$ cat src/rv_isa_pkg.sv
// RV64IM ISA encoding definitions
// Major opcodes, funct3/funct7 values and architectural widths

package rv_isa_pkg;

    localparam int INST_W    = 32;
    localparam int XLEN      = 64;  // Data path width
    localparam int REG_IDX_W = 5;

    typedef logic [INST_W-1:0] inst_t;

    // Kept major opcodes, SYSTEM/MISC-MEM/AMO are absent on purpose
    typedef enum logic [6:0] {
        OP_LOAD    = 7'b0000011,
        OP_OP_IMM  = 7'b0010011,
        OP_AUIPC   = 7'b0010111,
        OP_IMM_32  = 7'b0011011,
        OP_STORE   = 7'b0100011,
        OP_OP      = 7'b0110011,
        OP_LUI     = 7'b0110111,
        OP_OP_32   = 7'b0111011,
        OP_BRANCH  = 7'b1100011,
        OP_JALR    = 7'b1100111,
        OP_JAL     = 7'b1101111
    } opcode_e;

    // Arithmetic funct3, shared by OP/OP-IMM and the word forms
    localparam logic [2:0] F3_ADD_SUB = 3'b000;
    localparam logic [2:0] F3_SLL     = 3'b001;
    localparam logic [2:0] F3_SLT     = 3'b010;
    localparam logic [2:0] F3_SLTU    = 3'b011;
    localparam logic [2:0] F3_XOR     = 3'b100;
    localparam logic [2:0] F3_SRL_SRA = 3'b101;
    localparam logic [2:0] F3_OR      = 3'b110;
    localparam logic [2:0] F3_AND     = 3'b111;

    // Branch conditions
    localparam logic [2:0] F3_BEQ  = 3'b000;
    localparam logic [2:0] F3_BNE  = 3'b001;
    localparam logic [2:0] F3_BLT  = 3'b100;
    localparam logic [2:0] F3_BGE  = 3'b101;
    localparam logic [2:0] F3_BLTU = 3'b110;
    localparam logic [2:0] F3_BGEU = 3'b111;

    // Load widths, bit 2 selects zero extension
    localparam logic [2:0] F3_LB  = 3'b000;
    localparam logic [2:0] F3_LH  = 3'b001;
    localparam logic [2:0] F3_LW  = 3'b010;
    localparam logic [2:0] F3_LD  = 3'b011;
    localparam logic [2:0] F3_LBU = 3'b100;
    localparam logic [2:0] F3_LHU = 3'b101;
    localparam logic [2:0] F3_LWU = 3'b110;

    localparam logic [2:0] F3_SB = 3'b000;
    localparam logic [2:0] F3_SH = 3'b001;
    localparam logic [2:0] F3_SW = 3'b010;
    localparam logic [2:0] F3_SD = 3'b011;

    localparam logic [6:0] F7_STD    = 7'b0000000;
    localparam logic [6:0] F7_ALT    = 7'b0100000;  // SUB and arithmetic shifts
    localparam logic [6:0] F7_MULDIV = 7'b0000001;

endpackage

$ cat src/decode_pkg.sv
// Decoder output definitions
// ALU operation, jump condition, immediate format and the decoded/trap records

package decode_pkg;

    import rv_isa_pkg::*;

    // Encodings follow the existing execute stage
    typedef enum logic [4:0] {
        ALU_ADD    = 5'd0,
        ALU_SUB    = 5'd1,
        ALU_AND    = 5'd2,
        ALU_OR     = 5'd3,
        ALU_XOR    = 5'd4,
        ALU_SLL    = 5'd5,
        ALU_SRL    = 5'd6,
        ALU_SRA    = 5'd7,
        ALU_SLT    = 5'd8,
        ALU_SLTU   = 5'd9,
        ALU_MUL    = 5'd10,
        ALU_MULH   = 5'd11,
        ALU_MULHSU = 5'd12,
        ALU_MULHU  = 5'd13,
        ALU_DIV    = 5'd14,
        ALU_DIVU   = 5'd15,
        ALU_REM    = 5'd16,
        ALU_REMU   = 5'd17,
        ALU_MULW   = 5'd18,
        ALU_DIVW   = 5'd19,
        ALU_DIVUW  = 5'd20,
        ALU_REMW   = 5'd21,
        ALU_REMUW  = 5'd22,
        ALU_ADDW   = 5'd23,
        ALU_SLLW   = 5'd24,
        ALU_SRLW   = 5'd25,
        ALU_SRAW   = 5'd26,
        ALU_SUBW   = 5'd27,
        ALU_NOP    = 5'd31
    } alu_op_e;

    typedef enum logic [1:0] {
        JUMP_NO      = 2'd0,
        JUMP_YES     = 2'd1,
        JUMP_ALU_EQZ = 2'd2,  // Taken when ALU result is zero
        JUMP_ALU_NEZ = 2'd3
    } jump_cond_e;

    typedef enum logic [2:0] {
        IMM_NONE,
        IMM_I,
        IMM_S,
        IMM_B,
        IMM_U,
        IMM_J,
        IMM_SHAMT,   // 6-bit shift amount
        IMM_SHAMTW   // 5-bit shift amount, word shifts
    } imm_fmt_e;

    typedef enum logic [1:0] {
        MEM_B,
        MEM_H,
        MEM_W,
        MEM_D
    } mem_size_e;

    typedef struct packed {
        logic [REG_IDX_W-1:0] rs1;
        logic [REG_IDX_W-1:0] rs2;
        logic [REG_IDX_W-1:0] rd;
        logic                 en_rs1;
        logic                 en_rs2;
        logic                 en_rd;
        logic [XLEN-1:0]      immed;
        alu_op_e              alu_op;
        logic                 alu_use_immed;
        logic                 alu_width_32;
        jump_cond_e           jump_if;
        logic                 jump_absolute;  // JALR target from rs1
        logic                 is_load;
        logic                 is_store;
        mem_size_e            mem_size;
        logic                 mem_signed;
        logic                 reg_write;
    } decoded_inst_t;

    typedef struct packed {
        logic            valid;
        logic [XLEN-1:0] cause;
        logic [XLEN-1:0] tval;
    } trap_info_t;

    localparam logic [XLEN-1:0] MCAUSE_ILLEGAL_INST = 64'd2;

endpackage

$ cat src/imm_gen.sv
// Immediate generator
// Builds the 64-bit immediate for the format picked by the control decoder

`timescale 1ns/1ps

module imm_gen
    import rv_isa_pkg::*;
    import decode_pkg::*;
(
    input  inst_t           inst,
    input  imm_fmt_e        imm_fmt,
    output logic [XLEN-1:0] immed
);

    logic [XLEN-1:0] imm_i;
    logic [XLEN-1:0] imm_s;
    logic [XLEN-1:0] imm_b;
    logic [XLEN-1:0] imm_u;
    logic [XLEN-1:0] imm_j;
    logic [XLEN-1:0] imm_shamt;
    logic [XLEN-1:0] imm_shamtw;

    assign imm_i = {{(XLEN-12){inst[31]}}, inst[31:20]};
    assign imm_s = {{(XLEN-12){inst[31]}}, inst[31:25], inst[11:7]};
    assign imm_b = {{(XLEN-13){inst[31]}}, inst[31], inst[7], inst[30:25],
                    inst[11:8], 1'b0};
    assign imm_u = {{(XLEN-32){inst[31]}}, inst[31:12], 12'b0};  // Upper 20 bits
    assign imm_j = {{(XLEN-21){inst[31]}}, inst[31], inst[19:12], inst[20],
                    inst[30:21], 1'b0};

    // Shift amounts are unsigned
    assign imm_shamt  = {{(XLEN-6){1'b0}}, inst[25:20]};
    assign imm_shamtw = {{(XLEN-5){1'b0}}, inst[24:20]};

    always_comb begin
        case (imm_fmt)
            IMM_I:      immed = imm_i;
            IMM_S:      immed = imm_s;
            IMM_B:      immed = imm_b;
            IMM_U:      immed = imm_u;
            IMM_J:      immed = imm_j;
            IMM_SHAMT:  immed = imm_shamt;
            IMM_SHAMTW: immed = imm_shamtw;
            default:    immed = '0;  // IMM_NONE
        endcase
    end

endmodule

$ cat src/alu_op_decoder.sv
// ALU operation decoder
// Maps opcode, funct3 and funct7 to an ALU operation and flags undefined encodings

`timescale 1ns/1ps

module alu_op_decoder
    import rv_isa_pkg::*;
    import decode_pkg::*;
(
    input  inst_t   inst,
    output alu_op_e alu_op,
    output logic    alu_illegal
);

    opcode_e    opcode;
    logic [2:0] funct3;
    logic [6:0] funct7;

    assign opcode = opcode_e'(inst[6:0]);
    assign funct3 = inst[14:12];
    assign funct7 = inst[31:25];

    always_comb begin
        alu_op      = ALU_NOP;
        alu_illegal = 1'b0;
        case (opcode)
            OP_AUIPC, OP_JAL, OP_JALR, OP_LOAD, OP_STORE: alu_op = ALU_ADD;  // Address adds
            OP_BRANCH: begin
                case (funct3)
                    F3_BEQ, F3_BNE:   alu_op = ALU_SUB;
                    F3_BLT, F3_BGE:   alu_op = ALU_SLT;
                    F3_BLTU, F3_BGEU: alu_op = ALU_SLTU;
                    default:          alu_op = ALU_NOP;
                endcase
            end
            OP_OP_IMM: begin
                // funct7 bit 0 is shamt[5] on RV64, only the top six bits decode
                case (funct3)
                    F3_ADD_SUB: alu_op = ALU_ADD;
                    F3_SLT:     alu_op = ALU_SLT;
                    F3_SLTU:    alu_op = ALU_SLTU;
                    F3_XOR:     alu_op = ALU_XOR;
                    F3_OR:      alu_op = ALU_OR;
                    F3_AND:     alu_op = ALU_AND;
                    F3_SLL: begin
                        alu_op      = ALU_SLL;
                        alu_illegal = (funct7[6:1] != F7_STD[6:1]);
                    end
                    default: begin
                        if (funct7[6:1] == F7_STD[6:1])
                            alu_op = ALU_SRL;
                        else if (funct7[6:1] == F7_ALT[6:1])
                            alu_op = ALU_SRA;
                        else
                            alu_illegal = 1'b1;
                    end
                endcase
            end
            OP_OP: begin
                case ({funct7, funct3})
                    {F7_STD, F3_ADD_SUB}:    alu_op = ALU_ADD;
                    {F7_STD, F3_SLL}:        alu_op = ALU_SLL;
                    {F7_STD, F3_SLT}:        alu_op = ALU_SLT;
                    {F7_STD, F3_SLTU}:       alu_op = ALU_SLTU;
                    {F7_STD, F3_XOR}:        alu_op = ALU_XOR;
                    {F7_STD, F3_SRL_SRA}:    alu_op = ALU_SRL;
                    {F7_STD, F3_OR}:         alu_op = ALU_OR;
                    {F7_STD, F3_AND}:        alu_op = ALU_AND;
                    {F7_ALT, F3_ADD_SUB}:    alu_op = ALU_SUB;
                    {F7_ALT, F3_SRL_SRA}:    alu_op = ALU_SRA;
                    {F7_MULDIV, F3_ADD_SUB}: alu_op = ALU_MUL;
                    {F7_MULDIV, F3_SLL}:     alu_op = ALU_MULH;
                    {F7_MULDIV, F3_SLT}:     alu_op = ALU_MULHSU;
                    {F7_MULDIV, F3_SLTU}:    alu_op = ALU_MULHU;
                    {F7_MULDIV, F3_XOR}:     alu_op = ALU_DIV;
                    {F7_MULDIV, F3_SRL_SRA}: alu_op = ALU_DIVU;
                    {F7_MULDIV, F3_OR}:      alu_op = ALU_REM;
                    {F7_MULDIV, F3_AND}:     alu_op = ALU_REMU;
                    default:                 alu_illegal = 1'b1;
                endcase
            end
            OP_IMM_32: begin
                case (funct3)
                    F3_ADD_SUB: alu_op = ALU_ADDW;  // ADDIW
                    F3_SLL: begin
                        alu_op      = ALU_SLLW;
                        alu_illegal = (funct7 != F7_STD);
                    end
                    F3_SRL_SRA: begin
                        if (funct7 == F7_STD)
                            alu_op = ALU_SRLW;
                        else if (funct7 == F7_ALT)
                            alu_op = ALU_SRAW;
                        else
                            alu_illegal = 1'b1;
                    end
                    default: alu_illegal = 1'b1;
                endcase
            end
            OP_OP_32: begin
                case ({funct7, funct3})
                    {F7_STD, F3_ADD_SUB}:    alu_op = ALU_ADDW;
                    {F7_STD, F3_SLL}:        alu_op = ALU_SLLW;
                    {F7_STD, F3_SRL_SRA}:    alu_op = ALU_SRLW;
                    {F7_ALT, F3_ADD_SUB}:    alu_op = ALU_SUBW;
                    {F7_ALT, F3_SRL_SRA}:    alu_op = ALU_SRAW;
                    {F7_MULDIV, F3_ADD_SUB}: alu_op = ALU_MULW;
                    {F7_MULDIV, F3_XOR}:     alu_op = ALU_DIVW;
                    {F7_MULDIV, F3_SRL_SRA}: alu_op = ALU_DIVUW;
                    {F7_MULDIV, F3_OR}:      alu_op = ALU_REMW;
                    {F7_MULDIV, F3_AND}:     alu_op = ALU_REMUW;
                    default:                 alu_illegal = 1'b1;
                endcase
            end
            default: alu_op = ALU_NOP;  // LUI and unknown opcodes
        endcase
    end

endmodule

$ cat src/control_decoder.sv
// Opcode-level control decoder
// Register enables, memory and jump controls, immediate format and illegal-instruction trap

`timescale 1ns/1ps

module control_decoder
    import rv_isa_pkg::*;
    import decode_pkg::*;
(
    input  inst_t         inst,
    input  logic          alu_illegal,
    output decoded_inst_t fields,
    output imm_fmt_e      imm_fmt,
    output trap_info_t    trap
);

    opcode_e       opcode;
    logic [2:0]    funct3;
    logic          op_bad;
    logic          f3_bad;
    logic          illegal;
    decoded_inst_t raw;

    assign opcode  = opcode_e'(inst[6:0]);
    assign funct3  = inst[14:12];
    assign illegal = op_bad | f3_bad | alu_illegal;

    always_comb begin
        raw     = '0;  // immed and alu_op are filled in at the top
        raw.rs1 = inst[19:15];
        raw.rs2 = inst[24:20];
        raw.rd  = inst[11:7];
        imm_fmt = IMM_NONE;
        op_bad  = 1'b0;
        f3_bad  = 1'b0;
        case (opcode)
            OP_LUI, OP_AUIPC: begin
                imm_fmt                          = IMM_U;
                raw.reg_write                    = 1'b1;
                {raw.en_rs1, raw.en_rs2, raw.en_rd} = 3'b001;
            end
            OP_JAL: begin
                imm_fmt                          = IMM_J;
                raw.reg_write                    = 1'b1;
                raw.jump_if                      = JUMP_YES;
                {raw.en_rs1, raw.en_rs2, raw.en_rd} = 3'b001;
            end
            OP_JALR: begin
                imm_fmt                          = IMM_I;
                raw.reg_write                    = 1'b1;
                raw.jump_if                      = JUMP_YES;
                raw.jump_absolute                = 1'b1;
                {raw.en_rs1, raw.en_rs2, raw.en_rd} = 3'b101;
            end
            OP_BRANCH: begin
                imm_fmt                          = IMM_B;
                {raw.en_rs1, raw.en_rs2, raw.en_rd} = 3'b110;
                case (funct3)
                    F3_BEQ, F3_BGE, F3_BGEU: raw.jump_if = JUMP_ALU_EQZ;  // SUB zero or SLT false
                    F3_BNE, F3_BLT, F3_BLTU: raw.jump_if = JUMP_ALU_NEZ;
                    default:                 f3_bad      = 1'b1;
                endcase
            end
            OP_LOAD: begin
                imm_fmt                          = IMM_I;
                raw.reg_write                    = 1'b1;
                raw.is_load                      = 1'b1;
                {raw.en_rs1, raw.en_rs2, raw.en_rd} = 3'b101;
                case (funct3)
                    F3_LB:   {raw.mem_size, raw.mem_signed} = {MEM_B, 1'b1};
                    F3_LH:   {raw.mem_size, raw.mem_signed} = {MEM_H, 1'b1};
                    F3_LW:   {raw.mem_size, raw.mem_signed} = {MEM_W, 1'b1};
                    F3_LD:   {raw.mem_size, raw.mem_signed} = {MEM_D, 1'b1};
                    F3_LBU:  {raw.mem_size, raw.mem_signed} = {MEM_B, 1'b0};
                    F3_LHU:  {raw.mem_size, raw.mem_signed} = {MEM_H, 1'b0};
                    F3_LWU:  {raw.mem_size, raw.mem_signed} = {MEM_W, 1'b0};
                    default: f3_bad = 1'b1;
                endcase
            end
            OP_STORE: begin
                imm_fmt                          = IMM_S;
                raw.is_store                     = 1'b1;
                {raw.en_rs1, raw.en_rs2, raw.en_rd} = 3'b110;
                case (funct3)
                    F3_SB:   raw.mem_size = MEM_B;
                    F3_SH:   raw.mem_size = MEM_H;
                    F3_SW:   raw.mem_size = MEM_W;
                    F3_SD:   raw.mem_size = MEM_D;
                    default: f3_bad = 1'b1;
                endcase
            end
            OP_OP_IMM, OP_IMM_32: begin
                raw.alu_use_immed                = 1'b1;
                raw.reg_write                    = 1'b1;
                raw.alu_width_32                 = (opcode == OP_IMM_32);
                {raw.en_rs1, raw.en_rs2, raw.en_rd} = 3'b101;
                if (funct3 == F3_SLL || funct3 == F3_SRL_SRA)
                    imm_fmt = (opcode == OP_IMM_32) ? IMM_SHAMTW : IMM_SHAMT;
                else
                    imm_fmt = IMM_I;
            end
            OP_OP, OP_OP_32: begin
                raw.reg_write                    = 1'b1;
                raw.alu_width_32                 = (opcode == OP_OP_32);
                {raw.en_rs1, raw.en_rs2, raw.en_rd} = 3'b111;
            end
            default: op_bad = 1'b1;  // SYSTEM, MISC-MEM, AMO and unknown
        endcase
    end

    // A trapping instruction must not touch registers or memory
    always_comb begin
        fields = raw;
        if (illegal) begin
            fields.en_rs1    = 1'b0;
            fields.en_rs2    = 1'b0;
            fields.en_rd     = 1'b0;
            fields.reg_write = 1'b0;
            fields.is_load   = 1'b0;
            fields.is_store  = 1'b0;
        end
    end

    always_comb begin
        trap.valid = illegal;
        trap.cause = illegal ? MCAUSE_ILLEGAL_INST : '0;
        trap.tval  = illegal ? XLEN'(inst) : '0;  // Zero-extended instruction word
    end

endmodule

$ cat src/inst_decoder.sv
// Registered RV64IM instruction decode stage
// Decoded record and trap record appear one cycle after a valid instruction

`timescale 1ns/1ps

module inst_decoder
    import rv_isa_pkg::*;
    import decode_pkg::*;
(
    input  logic          clk,
    input  logic          rst,
    input  logic          valid,
    input  inst_t         inst,
    output logic          dec_valid,
    output decoded_inst_t dec,
    output trap_info_t    trap
);

    decoded_inst_t   fields;
    decoded_inst_t   dec_next;
    trap_info_t      trap_next;
    imm_fmt_e        imm_fmt;
    alu_op_e         alu_op;
    logic            alu_illegal;
    logic [XLEN-1:0] immed;

    alu_op_decoder u_alu_op_decoder (
        .inst        (inst),
        .alu_op      (alu_op),
        .alu_illegal (alu_illegal)
    );

    control_decoder u_control_decoder (
        .inst        (inst),
        .alu_illegal (alu_illegal),
        .fields      (fields),
        .imm_fmt     (imm_fmt),
        .trap        (trap_next)
    );

    imm_gen u_imm_gen (
        .inst    (inst),
        .imm_fmt (imm_fmt),
        .immed   (immed)
    );

    always_comb begin
        dec_next        = fields;
        dec_next.immed  = immed;
        dec_next.alu_op = alu_op;
    end

    // Payload holds its last value while valid is low
    always_ff @(posedge clk) begin
        if (valid)
            dec <= dec_next;
    end

    always_ff @(posedge clk) begin
        if (rst) begin
            dec_valid <= 1'b0;
            trap      <= '0;
        end else begin
            dec_valid  <= valid;
            trap       <= trap_next;
            trap.valid <= valid & trap_next.valid;  // No trap from an idle cycle
        end
    end

endmodule

$ cat config.mk
export PLATFORM = sky130hd
export DESIGN_NAME = inst_decoder
export DESIGN_NICKNAME = d
export VERILOG_FILES = /design/src/rv_isa_pkg.sv /design/src/decode_pkg.sv /design/src/imm_gen.sv /design/src/alu_op_decoder.sv /design/src/control_decoder.sv /design/src/inst_decoder.sv
export SDC_FILE = /design/constraint.sdc
export NUM_CORES = 1
export LEC_CHECK = 0
export BUFFER_PORTS_ARGS = -buffer_cell sky130_fd_sc_hd__buf_2
export CAP_MARGIN = 20
export CORE_UTILIZATION = 31
export DETAILED_ROUTE_END_ITERATION = 6
export MAX_ROUTING_LAYER = met4
export PLACE_DENSITY = 0.61
export SLEW_MARGIN = 20
export SYNTH_ARGS = -nofsm -noshare
export SYNTH_HDL_FRONTEND = slang
export SYNTH_SLANG_ARGS = --single-unit
$ cat constraint.sdc
create_clock -name clk -period 6.4 [get_ports clk]
set_clock_uncertainty 0.05 [all_clocks]
set_input_delay 1.28 -clock clk [delete_from_list [all_inputs] [get_ports clk]]
set_output_delay 1.28 -clock clk [all_outputs]
set_load 0.02 [all_outputs]
# After elaboration in Yosys (flattened, before gate mapping)
# Index checks and enable logic that the tools add are counted.
[classes]
n_div = 0
addsub = 0
shift = 0
muxes = 41
n_bitwise = 4
mul = 0
n_lt_le_gt_ge = 0
n_eq_ne = 44
n_reduce_logical = 30
[op_table]
columns = ["operator", "count"]
rows = [
  ["$pmux W64 S7", 1],
  ["$pmux W5 S18", 1],
  ["$eq A10 B4 Y1 const B", 8],
  ["$eq A10 B3 Y1 const B", 4],
  ["$pmux W4 S10", 1],
  ["$pmux W3 S6", 2],
  ["$eq A7 B6 Y1 const B", 5],
  ["$pmux W5 S7", 1],
  ["$pmux W5 S3", 2],
  ["$pmux W5 S6", 1],
  ["$eq A3 B3 Y1 const B", 8],
  ["$eq A7 B5 Y1 const B", 3],
  ["$eq A7 B7 Y1 const B", 3],
  ["$eq A10 B2 Y1 const B", 2],
  ["$eq A10 B9 Y1 const B", 2],
  ["$reduce_or A2 Y1", 10],
  ["$reduce_or A18 Y1", 1],
  ["$mux W1", 16],
  ["$mux W5", 3],
  ["$eq A3 B2 Y1 const B", 4],
  ["$pmux W2 S2", 3],
  ["$pmux W3 S4", 1],
  ["$reduce_or A6 Y1", 2],
  ["$reduce_or A11 Y1", 1],
  ["26 further kinds", 34],
]
[word_totals]
romBits = 0
elab_cells = 141
latchBits = 0
mem_bits_rw = 0
ff_bits = 228
inputBits = 35
mem_count = 0

# Longest topological paths before layout
[depth]
depth_word = 8
ltp_mapped = 7

# By module
# A second synthesis with hierarchy kept.
[unflattened]
hier_cells = 880
hier_area_um2 = 10068.4
[by_module_without_submodules]
columns = ["mod", "n_inst", "cells_each", "area_per_inst_um2"]
rows = [
  ["inst_decoder", 1, 372, 6456.2],
  ["control_decoder", 1, 288, 2159.6],
  ["alu_op_decoder", 1, 127, 753.2],
  ["imm_gen", 1, 93, 699.4],
]

# Worst setup path before layout
# No wires, ideal clock.
[synth_timing]
path_type = "input-to-reg"
from = "input inst[27]"
to = "register dec[13] (netlist name) (data pin)"
n_path_buf = 0
arrival_ns = 2.801
path_stages = 5
setup_slack_ns = 3.278
setup_ns = 0.272
path_cell_list = "or4_4 -> nor2_4 -> nand4_2 -> a41oi_1 -> or4b_1"
[synth_between]
elab_chain_len = 5
elab_cells_between_ends = 29
cone_classes = "eq/ne (18); mux (8); reduce/logical (3)"
[synth_lines]
columns = ["element", "line_no", "source"]
rows = [
  ["start: declaration", "inst_decoder.sv:13", "input inst_t inst,"],
  ["$eq A7 B6 Y1", "alu_op_decoder.sv:92", "else if (funct7 == F7_ALT)"],
  ["$mux W3", "alu_op_decoder.sv:92", ""],
  ["$mux W5", "alu_op_decoder.sv:90", "if (funct7 == F7_STD)"],
  ["$pmux W5 S3", "alu_op_decoder.sv:83", "case (funct3)"],
  ["$pmux W5 S6 (*)", "alu_op_decoder.sv:26", "case (opcode)"],
  ["net alu_op[2]", "inst_decoder.sv:23", "alu_op_e alu_op;"],
  ["end signal: assignment", "inst_decoder.sv:56", "dec <= dec_next;"],
  ["end: declaration", "inst_decoder.sv:15", "output decoded_inst_t dec,"],
]
# Mark *: on every way through the listed nets, which the timed path passes. The rest lies on a longest branch.
# A chain may end at the register's enable or synchronous reset.

# Worst setup path in the final report
[layout_timing]
from = "input inst[27]"
to = "register dec[4] (netlist name) (data pin)"
[layout_between]
elab_chain_len = 6
elab_cells_between_ends = 36
cone_classes = "eq/ne (19); mux (9); bitwise (1); reduce/logical (7)"
[layout_lines]
columns = ["element", "line_no", "source"]
rows = [
  ["$eq A7 B6 Y1 / $eq A6 B5 Y1 (equally long branches)", "alu_op_decoder.sv:92, alu_op_decoder.sv:52", ""],
  ["$mux W1 (on tied branches)", "alu_op_decoder.sv:92, alu_op_decoder.sv:52", ""],
  ["$mux W1 (on tied branches)", "alu_op_decoder.sv:90, alu_op_decoder.sv:50", ""],
  ["$pmux W1 S3 / $pmux W1 S2 (equally long branches)", "alu_op_decoder.sv:83, alu_op_decoder.sv:38", ""],
  ["$pmux W1 S4 (*)", "alu_op_decoder.sv:26", ""],
  ["$or A1 B1 Y1 (*)", "control_decoder.sv:26", "assign illegal = op_bad | f3_bad | alu_illegal;"],
]
# Every way passes the cells marked *; elsewhere a longest branch is shown, timed or not.

==> flow_metrics.py <==
metrics = {
    "yosys": {
        "post_synth_num_cell_types": 66,
        "synthXorXnorAreaFrac_pct": 0.4696,
        "synth-adder-area-share_pct": 0,
        "ys_dominant_reg_cell": "sky130_fd_sc_hd__edfxtp_1",
        "yosys.area_share.simple_pct": 15.70,
        "synth-compound-area-share_pct": 15.59,
        "synth-edff-count": 66,
        "synthesis.yosys.warnings": 0,
        "post-synth-top-count-cell": "sky130_fd_sc_hd__buf_4",
        "async_flop_share_pct": 0,
        "synth_top_family_by_area": "buffers and inverters",
        "postSynthRegisterBits": 101,
        "synth.yosys.seq_area_share_pct": 47.94,
        "ys_top_cells_by_area": "sky130_fd_sc_hd__edfxtp_1 35%, sky130_fd_sc_hd__buf_4 17%, sky130_fd_sc_hd__dfxtp_1 13%, sky130_fd_sc_hd__a21oi_1 4.6%, sky130_fd_sc_hd__nand2b_1 3.4%",
        "yosys.area.top_type_share_pct": 35.42,
        "synth_area_leader_cell": "sky130_fd_sc_hd__edfxtp_1",
        "synth.area.mux_share_pct": 0.1789,
        "avgSynthCellArea_um2": 9.868,
        "synth.cells.most_frequent": "127 x sky130_fd_sc_hd__buf_4, 66 x sky130_fd_sc_hd__edfxtp_1, 51 x sky130_fd_sc_hd__a21oi_1, 36 x sky130_fd_sc_hd__nand2_1, 35 x sky130_fd_sc_hd__dfxtp_1",
        "post_synth_inst_count": 567,
        "cell_area_after_synthesis_mm2": 0.005595,
    },
    "cells_and_area": {
        "fillerInstances": 1843,
        "syn2layout_area_growth_pct": 12.70,
        "drive_gt1_share_pct": 28.47,
        "finish.net_count": 715,
        "finish.cell_count_without_fillers": 910,
        "n_antenna_cell": 0,
    },
    "setup_path": {
        "cp_slowest_cell": "sky130_fd_sc_hd__o211ai_4",
        "critPathLaunchType": "input port",
        "required_ns": 6.56,
        "crit_chain": "buf_2 > or4_4 > nor3_2 > nand2_1 > o211ai_4 > and3_1",
        "cp_max_fo": 34,
        "timing.setup.critical_path_class": "input port to flop",
        "setup.worst_path.end_class": "flop",
        "critPathMaxStageDelay_ns": 0.81,
        "arrival_ns": 3.69,
    },
    "drt": {
        "wl_met2_um": 7243,
        "met1_wl_um": 6279,
        "post_drt_via_cell_ratio": 4.737,
        "antenna_violating_nets_post_route": 0,
        "drc": 0,
        "first_pass_iteration_count_of_the_detailed_router": 5,
        "routed-via-count": 4311,
        "routed_wire_length_per_instance_um": 16.41,
        "met3WireLength_um": 1210,
        "first_iter_violations": 309,
        "routed.top_layer": "met4",
        "postRouteWirelength_um": 14940,
    },
    "power_and_ir_drop": {
        "sequentialPowerShare_pct": 46.8,
        "power_report.internal_total_mw": 1.116,
        "combinationalPowerShare_pct": 18.1,
        "clock_power_share_pct": 35.1,
        "power_switching_share_pct": 30.35,
        "peakVddDrop_mv": 0.1199,
        "power.static_leakage_nw": 2.731,
        "power.density_mw_per_mm2": 254.2,
        "net-switching-power_mw": 0.4864,
    },
    "cts": {
        "cts_resized": 0,
        "ctsHoldBuffers": 0,
        "clk_root_buffer_cell": "sky130_fd_sc_hd__clkbuf_16",
        "htreeDepth": 3,
        "path_clk_slew_ns": 0.08,
        "cts_inserted_buffers": 9,
        "cts.path.max_buffers": 2,
        "post-cts-setup-buffer-count": 0,
        "cts_tree": "yes",
        "clkSinkCount": 101,
    },
    "sta": {
        "worst_pin_slew_ns": 1.011,
        "finalMaxSlewViolations": 0,
        "final.setup.tns_ns": 0,
        "timing.slew.headroom_pct": 32.49,
        "fmax_ghz": 0.2831,
        "fin_crit_ns": 3.532,
        "finalHoldViolCount": 0,
        "min_period_over_period_pct": 55.19,
        "setup_viol": 0,
        "rsz0062_at_grt": "no",
    },
    "placement": {
        "placedCellCount": 894,
        "post-dp-hpwl_um": 10510,
        "port_buffers": 167,
        "gp_congestion": 0.9031,
    },
    "floorplan": {
        "placement_rows": 48,
        "core-area_mm2": 0.01748,
        "floorplan.initialDensity_pct": 32.02,
        "io_pins": 263,
        "chipWidth_um": 136.4,
        "floorplan.die_area_mm2": 0.01859,
        "floorplan.die.height_um": 136.4,
    },
    "global_routing": {
        "grt_usage_pct": 16.35,
        "global_route_wire_length_before_repair_um": 21980,
        "grt_antenna_before_repair": 0,
        "grt_ovf": 0,
        "grt_pass1_vias": 3729,
        "maximum_number_of_pins_on_one_net_before_global_route_repair": 68,
    },
    "job": {
        "drv.max_cap_violation_count": 0,
    },
    "hold_path": {
        "hp-class": "input port to flop",
    },
    "status": {
        "outcome": "finished, final reports clean",
    },
}
==> power by group through the flow <==
stage	registers, mW	logic [mW]	clock network [mW]
floorplan	0.819	0.198	0
global placement	0.765	0.290	0
detailed placement	0.765	0.291	0
CTS	0.751	0.291	0.576
global route	0.756	0.314	0.604
finish	0.749	0.290	0.563
==> state kept, by name (all words and copies together) (netlist names) <==
register	count
dec	66
trap	34
dec_valid	1
==> worst max-delay path, delay by kind of cell <==
kind | cells | cell delay (ns)
buffers and inverters | 1 | 0.12
and+or+nand+nor | 4 | 1.46
AOI/OAI and AO/OA | 1 | 0.81
==> cell families (layout without fill, tap and decap cells) <==
family,after synthesis,after routing
xor gates and xnor gates,3,3
other,1,95
DFF,101,101
and+or+nand+nor,154,154
AOI/OAI and AO/OA,138,138
muxes,1,1
buffers and inverters,169,193
==> through the flow <==
step | hold WS, ns | setup slack, ns | power (mW) | utilization [%] | cell area (um2)
after floorplan | 1.310 | 3.278 | 1.017 | - | 5948
after global placement | 1.446 | 2.523 | 1.055 | 34.31 | 5997
after detailed placement | 1.446 | 2.492 | 1.056 | 34.31 | 5997
after CTS | 1.082 | 2.852 | 1.617 | 36.08 | 6306
after global routing | 1.079 | 2.717 | 1.674 | 36.08 | 6306
final | 1.090 | 2.868 | 1.603 | 36.08 | 6306
==> area by class of cell <==
cell class / count / area [um2] / share of cell area, %
timing repair buffer: 169 / 850.8 / 13.49
clock buffer: 9 / 225.2 / 3.571
tap: 225 / 281.5 / 4.464
multi-input combinational: 391 / 2152 / 34.13
clock inverter: 7 / 83.83 / 1.329
sequential: 101 / 2683 / 42.54
inverter: 8 / 30.03 / 0.4762
==> path summary, 6_finish.rpt <==
check	start	end	slack, ns	cells past startpoint
worst max-delay path	inst[27]	dec[4]	2.87	6
worst min-delay path	inst[11]	dec[87]	1.09	1
==> metal layers <==
metal	global-route usage, %	up-vias
li1	-	2012
met1	20.84	2019
met2	26.28	265
met3	3.169	15
met4	4.506	0
met5	-	-
==> placed cells by master (no fill, tap or decap), types with 3 or more instances in the layout <==
cell                        instances
sky130_fd_sc_hd__buf_2            167
sky130_fd_sc_hd__conb_1            95
sky130_fd_sc_hd__edfxtp_1          66
sky130_fd_sc_hd__a21oi_1           51
sky130_fd_sc_hd__nand2_1           36
sky130_fd_sc_hd__dfxtp_1           35
sky130_fd_sc_hd__o21ai_0           31
sky130_fd_sc_hd__nand2b_1          30
sky130_fd_sc_hd__nor2_1            21
sky130_fd_sc_hd__nor2b_1           18
sky130_fd_sc_hd__nor3_1            11
sky130_fd_sc_hd__a211oi_1          10
sky130_fd_sc_hd__clkbuf_16          9
sky130_fd_sc_hd__inv_1              8
sky130_fd_sc_hd__nand3_1            8
sky130_fd_sc_hd__a22o_1             6
sky130_fd_sc_hd__a31oi_1            5
sky130_fd_sc_hd__a22oi_1            3
sky130_fd_sc_hd__o22ai_1            3
sky130_fd_sc_hd__or3_1              3
sky130_fd_sc_hd__and3_1             3
sky130_fd_sc_hd__o211ai_1           3
sky130_fd_sc_hd__a41oi_1            3
No activity file was read; power rests on OpenSTA's default activity.
